$ cat src/logic/gpu_pkg.sv
// SIMT core shared definitions
`default_nettype none

package gpu_pkg;

    // Datapath and instruction widths
    localparam int data_width = 8;
    localparam int instr_width = 16;
    localparam int pc_width = 8;
    localparam int prog_depth = 256;

    // Register file shape with the top two entries read-only
    localparam int num_regs = 16;
    localparam int reg_addr_width = 4;
    localparam int reg_thread_count = 14;
    localparam int reg_thread_idx = 15;

    // The thread count needs one bit more than a lane index to reach four
    localparam int max_threads = 4;
    localparam int thread_count_width = 3;
    localparam int lane_idx_width = $clog2(max_threads);

    // Core states in a dense encoding that leaves codes 6 and 7 unused
    typedef enum logic [2:0] {
        IDLE    = 3'd0,
        FETCH   = 3'd1,
        DECODE  = 3'd2,
        EXECUTE = 3'd3,
        UPDATE  = 3'd4,
        DONE    = 3'd5
    } core_state_t;

    // Opcodes in instruction bits 15 to 12
    typedef enum logic [3:0] {
        NOP   = 4'b0000,
        BRNZP = 4'b0001,
        CMP   = 4'b0010,
        ADD   = 4'b0011,
        SUB   = 4'b0100,
        MUL   = 4'b0101,
        DIV   = 4'b0110,
        CONST = 4'b1001,
        RET   = 4'b1111
    } opcode_t;

    // ALU arithmetic select
    localparam logic [1:0] alu_add = 2'b00;
    localparam logic [1:0] alu_sub = 2'b01;
    localparam logic [1:0] alu_mul = 2'b10;
    localparam logic [1:0] alu_div = 2'b11;

    // ALU output select
    localparam logic alu_out_arith = 1'b0;
    localparam logic alu_out_cmp = 1'b1;

    // Register write source
    localparam logic reg_in_alu = 1'b0;
    localparam logic reg_in_imm = 1'b1;

endpackage

`default_nettype wire

$ cat src/logic/decoder.sv
// Instruction decoder
`default_nettype none
`timescale 1ns/1ns

module decoder import gpu_pkg::*; (
    input  logic                      clk,
    input  logic                      reset,
    input  core_state_t               core_state,
    input  logic [instr_width-1:0]    instruction,
    output logic [reg_addr_width-1:0] rd,
    output logic [reg_addr_width-1:0] rs_addr,
    output logic [reg_addr_width-1:0] rt_addr,
    output logic [data_width-1:0]     immediate,
    output logic [2:0]                nzp_mask,
    output logic [pc_width-1:0]       branch_target,
    output logic                      reg_write_enable,
    output logic                      reg_input_mux,
    output logic [1:0]                alu_arith_mux,
    output logic                      alu_output_mux,
    output logic                      nzp_write_enable,
    output logic                      pc_mux,
    output logic                      is_ret
);

    opcode_t opcode;

    assign opcode = opcode_t'(instruction[15:12]);

    // Operand fields are latched in DECODE and used from EXECUTE on
    always_ff @(posedge clk) begin
        if (core_state == DECODE) begin
            rd <= instruction[11:8];
            rs_addr <= instruction[7:4];
            rt_addr <= instruction[3:0];
            immediate <= instruction[7:0];
            nzp_mask <= instruction[11:9];
            branch_target <= instruction[7:0];
        end
    end

    always_ff @(posedge clk) begin
        if (reset) begin
            reg_write_enable <= 1'b0;
            reg_input_mux <= reg_in_alu;
            alu_arith_mux <= alu_add;
            alu_output_mux <= alu_out_arith;
            nzp_write_enable <= 1'b0;
            pc_mux <= 1'b0;
            is_ret <= 1'b0;
        end else if (core_state == DECODE) begin
            // Start from a NOP and switch on what the opcode needs
            reg_write_enable <= 1'b0;
            reg_input_mux <= reg_in_alu;
            alu_arith_mux <= alu_add;
            alu_output_mux <= alu_out_arith;
            nzp_write_enable <= 1'b0;
            pc_mux <= 1'b0;
            is_ret <= 1'b0;
            case (opcode)
                BRNZP: pc_mux <= 1'b1;
                CMP: begin
                    alu_output_mux <= alu_out_cmp;
                    nzp_write_enable <= 1'b1;
                end
                ADD: reg_write_enable <= 1'b1;
                SUB: begin
                    reg_write_enable <= 1'b1;
                    alu_arith_mux <= alu_sub;
                end
                MUL: begin
                    reg_write_enable <= 1'b1;
                    alu_arith_mux <= alu_mul;
                end
                DIV: begin
                    reg_write_enable <= 1'b1;
                    alu_arith_mux <= alu_div;
                end
                CONST: begin
                    reg_write_enable <= 1'b1;
                    reg_input_mux <= reg_in_imm;
                end
                RET: is_ret <= 1'b1;
                // Unknown codes behave like NOP
                default: ;
            endcase
        end
    end

endmodule

`default_nettype wire

$ cat config.mk
export PLATFORM = sky130hd
export DESIGN_NAME = decoder
export DESIGN_NICKNAME = d
export VERILOG_FILES = /design/src/logic/gpu_pkg.sv /design/src/logic/decoder.sv
export SDC_FILE = /design/constraint.sdc
export NUM_CORES = 1
export LEC_CHECK = 0
export ABC_AREA = 1
export BUFFER_PORTS_ARGS = -buffer_cell sky130_fd_sc_hd__buf_4
export CAP_MARGIN = 20
export CORE_MARGIN = 2
export CORE_UTILIZATION = 36
export DETAILED_ROUTE_END_ITERATION = 10
export HOLD_SLACK_MARGIN = 0.05
export MAX_ROUTING_LAYER = met4
export PLACE_DENSITY = 0.7
export SLEW_MARGIN = 20
export SYNTH_ARGS = -nofsm -noshare
export SYNTH_HDL_FRONTEND = slang
export SYNTH_SLANG_ARGS = --single-unit
$ cat constraint.sdc
create_clock -name clk -period 0.8 [get_ports clk]
set_clock_uncertainty 0.05 [all_clocks]
set_input_delay 0.04 -clock clk [delete_from_list [all_inputs] [get_ports clk]]
set_output_delay 0.04 -clock clk [all_outputs]
set_load 0.02 [all_outputs]
==> results of run 1 <==
## routing by layer
metal	routed length, um	share of wire [%]	track usage [%]
met1	764	38	14.5
met2	994	50	26.3
met3	239	12	3.67
met4	0	0	4.27
met5	0	0	-
## through the flow
stage | hold WS [ns] | util [%]
detailed placement | 0.171 | 54.2
CTS | -0.0104 | 65.5
finish | -0.0203 | 66.4
global placement | 0.169 | 54.2
floorplan | 0.0591 | -
global route | -0.00427 | 66.4
## registers in the layout, indices dropped and copies added (netlist names)
name              flops
reg_write_enable      1
pc_mux                1
alu_arith_mux         2
branch_target         2
reg_input_mux         1
is_ret                1
rt_addr               3
rd                    4
rs_addr               3
nzp_write_enable      1
## report_power, final
group	switching (W)	internal [W]
registers	0.0000334	0.00109
clock network	0.000264	0.000194
logic	0.000227	0.000265
## cell usage after synthesis
cell       n  area (um^2)
buf_4     20          150
nand2_1   16         60.1
edfxtp_1  12          360
dfxtp_1    7          140
a21oi_1    6         30.0
nor2_1     6         22.5
inv_1      5         18.8
o21ai_0    3         15.0
buf_6      1         11.3
inv_2      1         3.75
nand2_2    1         6.26
nand2_4    1         11.3
nand3_1    1         5.00
nand3b_1   1         7.51
nand4_1    1         6.26
nor2_2     1         6.26
nor2_4     1         11.3
o21ai_1    1         5.00
## repair_timing
| action | in CTS | in global routing |
|---|---|---|
| setup buffers | 0 | 1 |
| hold buffers | 16 | 1 |
| resized for setup | 23 | 9 |
| endpoints found under the hold margin | 19 | 7 |
| endpoints found under the setup margin | 39 | 43 |
| pin swaps | 0 | 6 |
## worst max path at each step
stage                          from                       endpoint  slack [ns]
3_3_place_gp          core_state[0]           rt_addr[0]$_DFFE_PN_       -0.08
2_1_floorplan  rt_addr[0]$_DFFE_PN_                   immediate[0]        0.03
3_5_place_dp          core_state[0]  reg_write_enable$_SDFFE_PP0N_       -0.11
6_report       rt_addr[2]$_DFFE_PN_               branch_target[2]       -0.21
4_1_cts        rs_addr[1]$_DFFE_PN_               branch_target[5]       -0.20
5_1_grt        rt_addr[2]$_DFFE_PN_               branch_target[2]       -0.25
## kinds of logic after synthesis
| group | share of synthesized area, % |
|---|---|
| buffers and inverters | 21.1 |
| DFF | 57.5 |
| and+or+nand+nor | 15.7 |
| AOI/OAI and AO/OA | 5.75 |
## area by class of cell
type | count | area, um^2 | share of cell area, %
Clock buffer | 4 | 26.3 | 1.75
Inverter | 6 | 22.5 | 1.50
Multi-Input combinational cell | 39 | 193 | 12.9
Sequential cell | 19 | 509 | 34.0
Tap cell | 28 | 35.0 | 2.34
Timing Repair Buffer | 77 | 712 | 47.5
==> impl_metrics.json, run 1 <==
{
  "hp-start": "reset",
  "stdcell_area_um2": 1500,
  "grt_pass1_wl_um": 2840,
  "rsz0062_at_grt": "yes",
  "row_count": 17,
  "crit_fanout": 3,
  "fin_crit_ns": 1.01,
  "coreArea_um2": 2250,
  "ys_types": 18,
  "synthToLayoutAreaGrowth_pct": 72.0,
  "clock_latency_ns": 0.28,
  "grt_usage_pct": 14.1,
  "setup_violations": 39,
  "ys.warnings.count": 0,
  "finalPower_w": 0.00207,
  "r2r-end": "nzp_write_enable$_SDFFE_PP0N_",
  "stdcell_count": 173,
  "worstPathCellList": "buf_6",
  "antenna-diode-count": 0,
  "tns_ns": -5.97,
  "reg2reg_depth": 3,
  "cts_tree": "yes",
  "drt_iter0_markers": 2,
  "maxCapViolCount": 0,
  "synth_area_um2": 871,
  "numCtsBuffers": 3,
  "grt_overflow_total": 0,
  "antenna_found_initial": 0,
  "placed_area_um2": 1220,
  "synth_fp_nets": 106,
  "postLayoutSetupSlackWorst_ns": -0.211,
  "crit_arrival_ns": 0.92,
  "failed_checks": "hold timing, setup timing",
  "die_area_um2": 2830,
  "worstMarginPinSlew_ns": 0.193,
  "cts.sinks": 19,
  "nNetsFinal": 167,
  "worstPathRequired_ns": 0.71,
  "synth-seq-cells": 19,
  "synthCells": 85,
  "viasPerCell": 4.40,
  "path_class": "flip-flop to output pin",
  "syn_area_per_cell_um2": 10.2,
  "pwr_density_cell_nw_per_um2": 1380,
  "dp.cells": 154,
  "hold_depth": 4,
  "io_pins": 60,
  "pre_cts_ws_ns": -0.112,
  "hold_viol_final": 2,
  "hold_path_class": "input pin to flip-flop",
  "drc": 0,
  "drt_first_pass_iters": 4,
  "numPortBuffers": 59,
  "power_leakage_nw": 0.685,
  "wirelength_um": 2000,
  "hold-worst-slack_ns": -0.0203,
  "initial_utilization_pct": 38.6,
  "cp-start-kind": "flip-flop",
  "rrSetupSlack_ns": 0.04,
  "rr_startpoint": "nzp_write_enable$_SDFFE_PP0N_",
  "cts_max_level": 1,
  "crit_family": "flip-flops",
  "fill_cells": 166,
  "dp_hpwl_um": 1370,
  "clkTransAtPathRegs_ns": 0.10,
  "die_h_um": 53.2,
  "slowest_delay_ns": 0.47,
  "cp.buffers_inverters": 1,
  "synth-seq-area-share_pct": 57.5,
  "cts.path.max_buffers": 2,
  "final_max_slew_viol_count": 0,
  "gp_congestion": 0.800,
  "cts_root_buffer": "clkbuf_4",
  "drive_above_1_share_pct": 55.2,
  "status": "finished, violations left",
  "grt_max_degree": 15,
  "wl_per_cell_um": 11.5,
  "final_common_cell": "buf_4",
  "period_share_pct": 126,
  "relSlewSlack_pct": 87.0,
  "slowest_stage": "edfxtp_1",
  "crit_cells": 1,
  "end_kind": "output pin",
  "hold_end": "alu_arith_mux[1]$_SDFFE_PP0N_",
  "final_cell_mix": "buf_4 (39), buf_6 (23), nand2_1 (15), dlygate4sd3_1 (14), edfxtp_1 (12)",
  "grt_pass1_vias": 691,
  "num_vias": 761,
  "max_freq_mhz": 989,
  "die_w_um": 53.2,
  "ir_drop_mv": 1.08,
  "postRouteAntennaNets": 0
}
No activity file was read; power rests on OpenSTA's default activity.
==> run 2, diff against run 1 <==
--- a/config.mk
+++ b/config.mk
@@ -5,15 +5,15 @@
 export SDC_FILE = /design/constraint.sdc
 export NUM_CORES = 1
 export LEC_CHECK = 0
-export ABC_AREA = 1
 export BUFFER_PORTS_ARGS = -buffer_cell sky130_fd_sc_hd__buf_4
 export CAP_MARGIN = 20
 export CORE_MARGIN = 2
-export CORE_UTILIZATION = 36
+export CORE_UTILIZATION = 35
 export DETAILED_ROUTE_END_ITERATION = 10
 export HOLD_SLACK_MARGIN = 0.05
 export MAX_ROUTING_LAYER = met4
-export PLACE_DENSITY = 0.7
+export PLACE_DENSITY = 0.69
+export RECOVER_POWER = 25
 export SLEW_MARGIN = 20
 export SYNTH_ARGS = -nofsm -noshare
 export SYNTH_HDL_FRONTEND = slang
==> impl_metrics.json, run 2 <==
{
  "worstMarginPinSlew_ns": 0.295,
  "worstPathRequired_ns": 0.71,
  "cts_root_buffer": "clkbuf_4",
  "grt_pass1_vias": 680,
  "reg2reg_depth": 3,
  "postLayoutSetupSlackWorst_ns": -0.226,
  "wirelength_um": 2000,
  "synth-seq-cells": 19,
  "yosys-top-cells-area": "edfxtp_1 (43%), buf_4 (18%), dfxtp_1 (17%), a21oi_1 (3.6%), nand2_1 (3.6%)",
  "relSlewSlack_pct": 80.3,
  "synth_edf_count": 12,
  "crit_family": "flip-flops",
  "synthToLayoutAreaGrowth_pct": 84.0,
  "cts.path.max_buffers": 2,
  "dp_hpwl_um": 1230,
  "slowest_stage": "edfxtp_1",
  "hold_end": "reg_input_mux$_SDFFE_PP0N_",
  "top_regs": "rd (4), rs_addr (3), rt_addr (3)",
  "io_pins": 60,
  "grt_max_degree": 21,
  "cts_tree": "yes",
  "pwr_density_cell_nw_per_um2": 1340,
  "status": "finished, violations left",
  "numCtsBuffers": 3,
  "fin_crit_ns": 1.03,
  "setup_violations": 43,
  "power_leakage_nw": 0.660,
  "end_kind": "output pin",
  "yosysMostFrequentCell": "buf_4",
  "pre_cts_ws_ns": -0.365,
  "rrSetupSlack_ns": 0.01,
  "clock_latency_ns": 0.28,
  "drt_first_pass_iters": 4,
  "postRouteAntennaNets": 0,
  "grt_pass1_wl_um": 2620,
  "synthFlopType": "edfxtp_1",
  "hold_depth": 4,
  "antenna_found_initial": 0,
  "initial_utilization_pct": 37.2,
  "synth-seq-area-share_pct": 60.2,
  "worstPathCellList": "buf_6",
  "final_common_cell": "buf_6",
  "stdcell_count": 160,
  "maxCapViolCount": 0,
  "drt_iter0_markers": 7,
  "largest_register_ffs": 4,
  "cts.sinks": 19,
  "post-route-util_pct": 68.5,
  "failed_checks": "setup timing",
  "crit_arrival_ns": 0.94,
  "finalPower_w": 0.00205,
  "cts_max_level": 1,
  "clkTransAtPathRegs_ns": 0.09,
  "synth_top_area_share_pct": 43.4,
  "synth_commonest_cells": "buf_4 (20), edfxtp_1 (12), nand2_1 (8), dfxtp_1 (7), a21oi_1 (6)",
  "gp_congestion": 0.744,
  "syn_area_per_cell_um2": 11.9,
  "max_freq_mhz": 975,
  "regMostFlops": "rd",
  "ys.warnings.count": 0,
  "r2r-end": "nzp_write_enable$_SDFFE_PP0N_",
  "hp-start": "instruction[14]",
  "drc": 0,
  "die_w_um": 52.7,
  "grt_usage_pct": 13.2,
  "cp-start-kind": "flip-flop",
  "synth_area_um2": 831,
  "final_max_slew_viol_count": 0,
  "period_share_pct": 128,
  "synthCells": 70,
  "die_area_um2": 2780,
  "viasPerCell": 4.53,
  "grt_overflow_total": 0,
  "wl_per_cell_um": 12.5,
  "crit_fanout": 3,
  "fill_cells": 168,
  "drive_above_1_share_pct": 61.4,
  "ir_drop_mv": 0.839,
  "hold_viol_final": 0,
  "final_cell_mix": "buf_6 (36), buf_4 (23), dlygate4sd3_1 (13), edfxtp_1 (12)",
  "path_class": "flip-flop to output pin",
  "antenna-diode-count": 0,
  "dp.cells": 139,
  "rr_startpoint": "nzp_write_enable$_SDFFE_PP0N_",
  "hold_path_class": "input pin to flip-flop",
  "cp.buffers_inverters": 1,
  "nNetsFinal": 154,
  "row_count": 17,
  "rsz0062_at_grt": "yes",
  "die_h_um": 52.7,
  "ys_types": 19,
  "yosysTopAreaCell": "edfxtp_1",
  "numPortBuffers": 59,
  "async_reset_ff_share_pct": 0,
  "coreArea_um2": 2230,
  "synth_fp_nets": 91,
  "num_vias": 725,
  "slowest_delay_ns": 0.48
}
-- run 2: cells by family (layout without fill, tap and decap cells) --
logic type | Yosys count | after routing | synth area share [%]
buffers and inverters | 22 | 84 | 19.3
DFF | 19 | 19 | 60.2
xor gates and xnor gates | 1 | 1 | 1.05
muxes | 1 | 1 | 1.20
and+or+nand+nor | 20 | 20 | 12.8
AOI/OAI and AO/OA | 7 | 7 | 5.42
-- run 2: power breakdown --
group	internal, W	switching, W	total [W]	leakage, nW
logic	0.000271	0.000211	0.000482	0.474
registers	0.00108	0.0000337	0.00111	0.170
clock network	0.000193	0.000256	0.000449	0.0150
-- run 2: what timing repair did --
item                                    in CTS  in global routing
pin swaps                                    0                  2
hold buffers                                13                  1
setup buffers                                2                  0
gates cloned                                 0                  2
gates resized for setup                     27                 19
endpoints found under the setup margin      58                 44
hold endpoints to repair                    19                  7
-- run 2: worst max path at each step --
stage / start / slack, ns / cells after the start / to
floorplan: core_state[2] / -0.19 / 3 / branch_target[3]$_DFFE_PN_
global placement: core_state[2] / -0.32 / 5 / reg_write_enable$_SDFFE_PP0N_
detailed placement: core_state[2] / -0.36 / 5 / pc_mux$_SDFFE_PP0N_
CTS: rs_addr[2]$_DFFE_PN_ / -0.19 / 1 / branch_target[6]
global route: rt_addr[2]$_DFFE_PN_ / -0.26 / 1 / immediate[2]
finish: rt_addr[2]$_DFFE_PN_ / -0.23 / 1 / immediate[2]
-- run 2: worst register-to-register path: cells and delay by family (launching register included) --
kind,cells,cell delay [ns]
AO/OA/AOI/OAI,1,0.15
buffers and inverters,1,0.11
flip-flops,1,0.37
AND/OR/NAND/NOR,1,0.04
-- run 2: cell type report --
cell class                 count  area [um^2]  area share [%]
clock buffer                   4         26.3            1.72
multi-input combinational     29          176            11.5
inverter                       1         16.3            1.06
tap                           28         35.0            2.29
timing repair buffer          77          746            48.8
timing repair inverter         2         20.0            1.31
sequential                    19          509            33.3
-- run 2: through the flow --
step / hold slack [ns] / setup TNS [ns] / cell area (um^2)
CTS: 0.00446 / -5.96 / 1440
floorplan: 0.0591 / -3.31 / 848
global placement: 0.169 / -6.01 / 1190
detailed placement: 0.169 / -6.30 / 1190
global route: 0.0267 / -7.52 / 1530
finish: 0.0113 / -6.27 / 1530
-- run 2: layer usage --
layer	track usage, %	up-vias	share of wire [%]
li1	-	348	-
met5	-	-	0
met4	3.85	0	0
met1	11.3	337	33
met2	27.7	40	58
met3	2.57	0	8.9
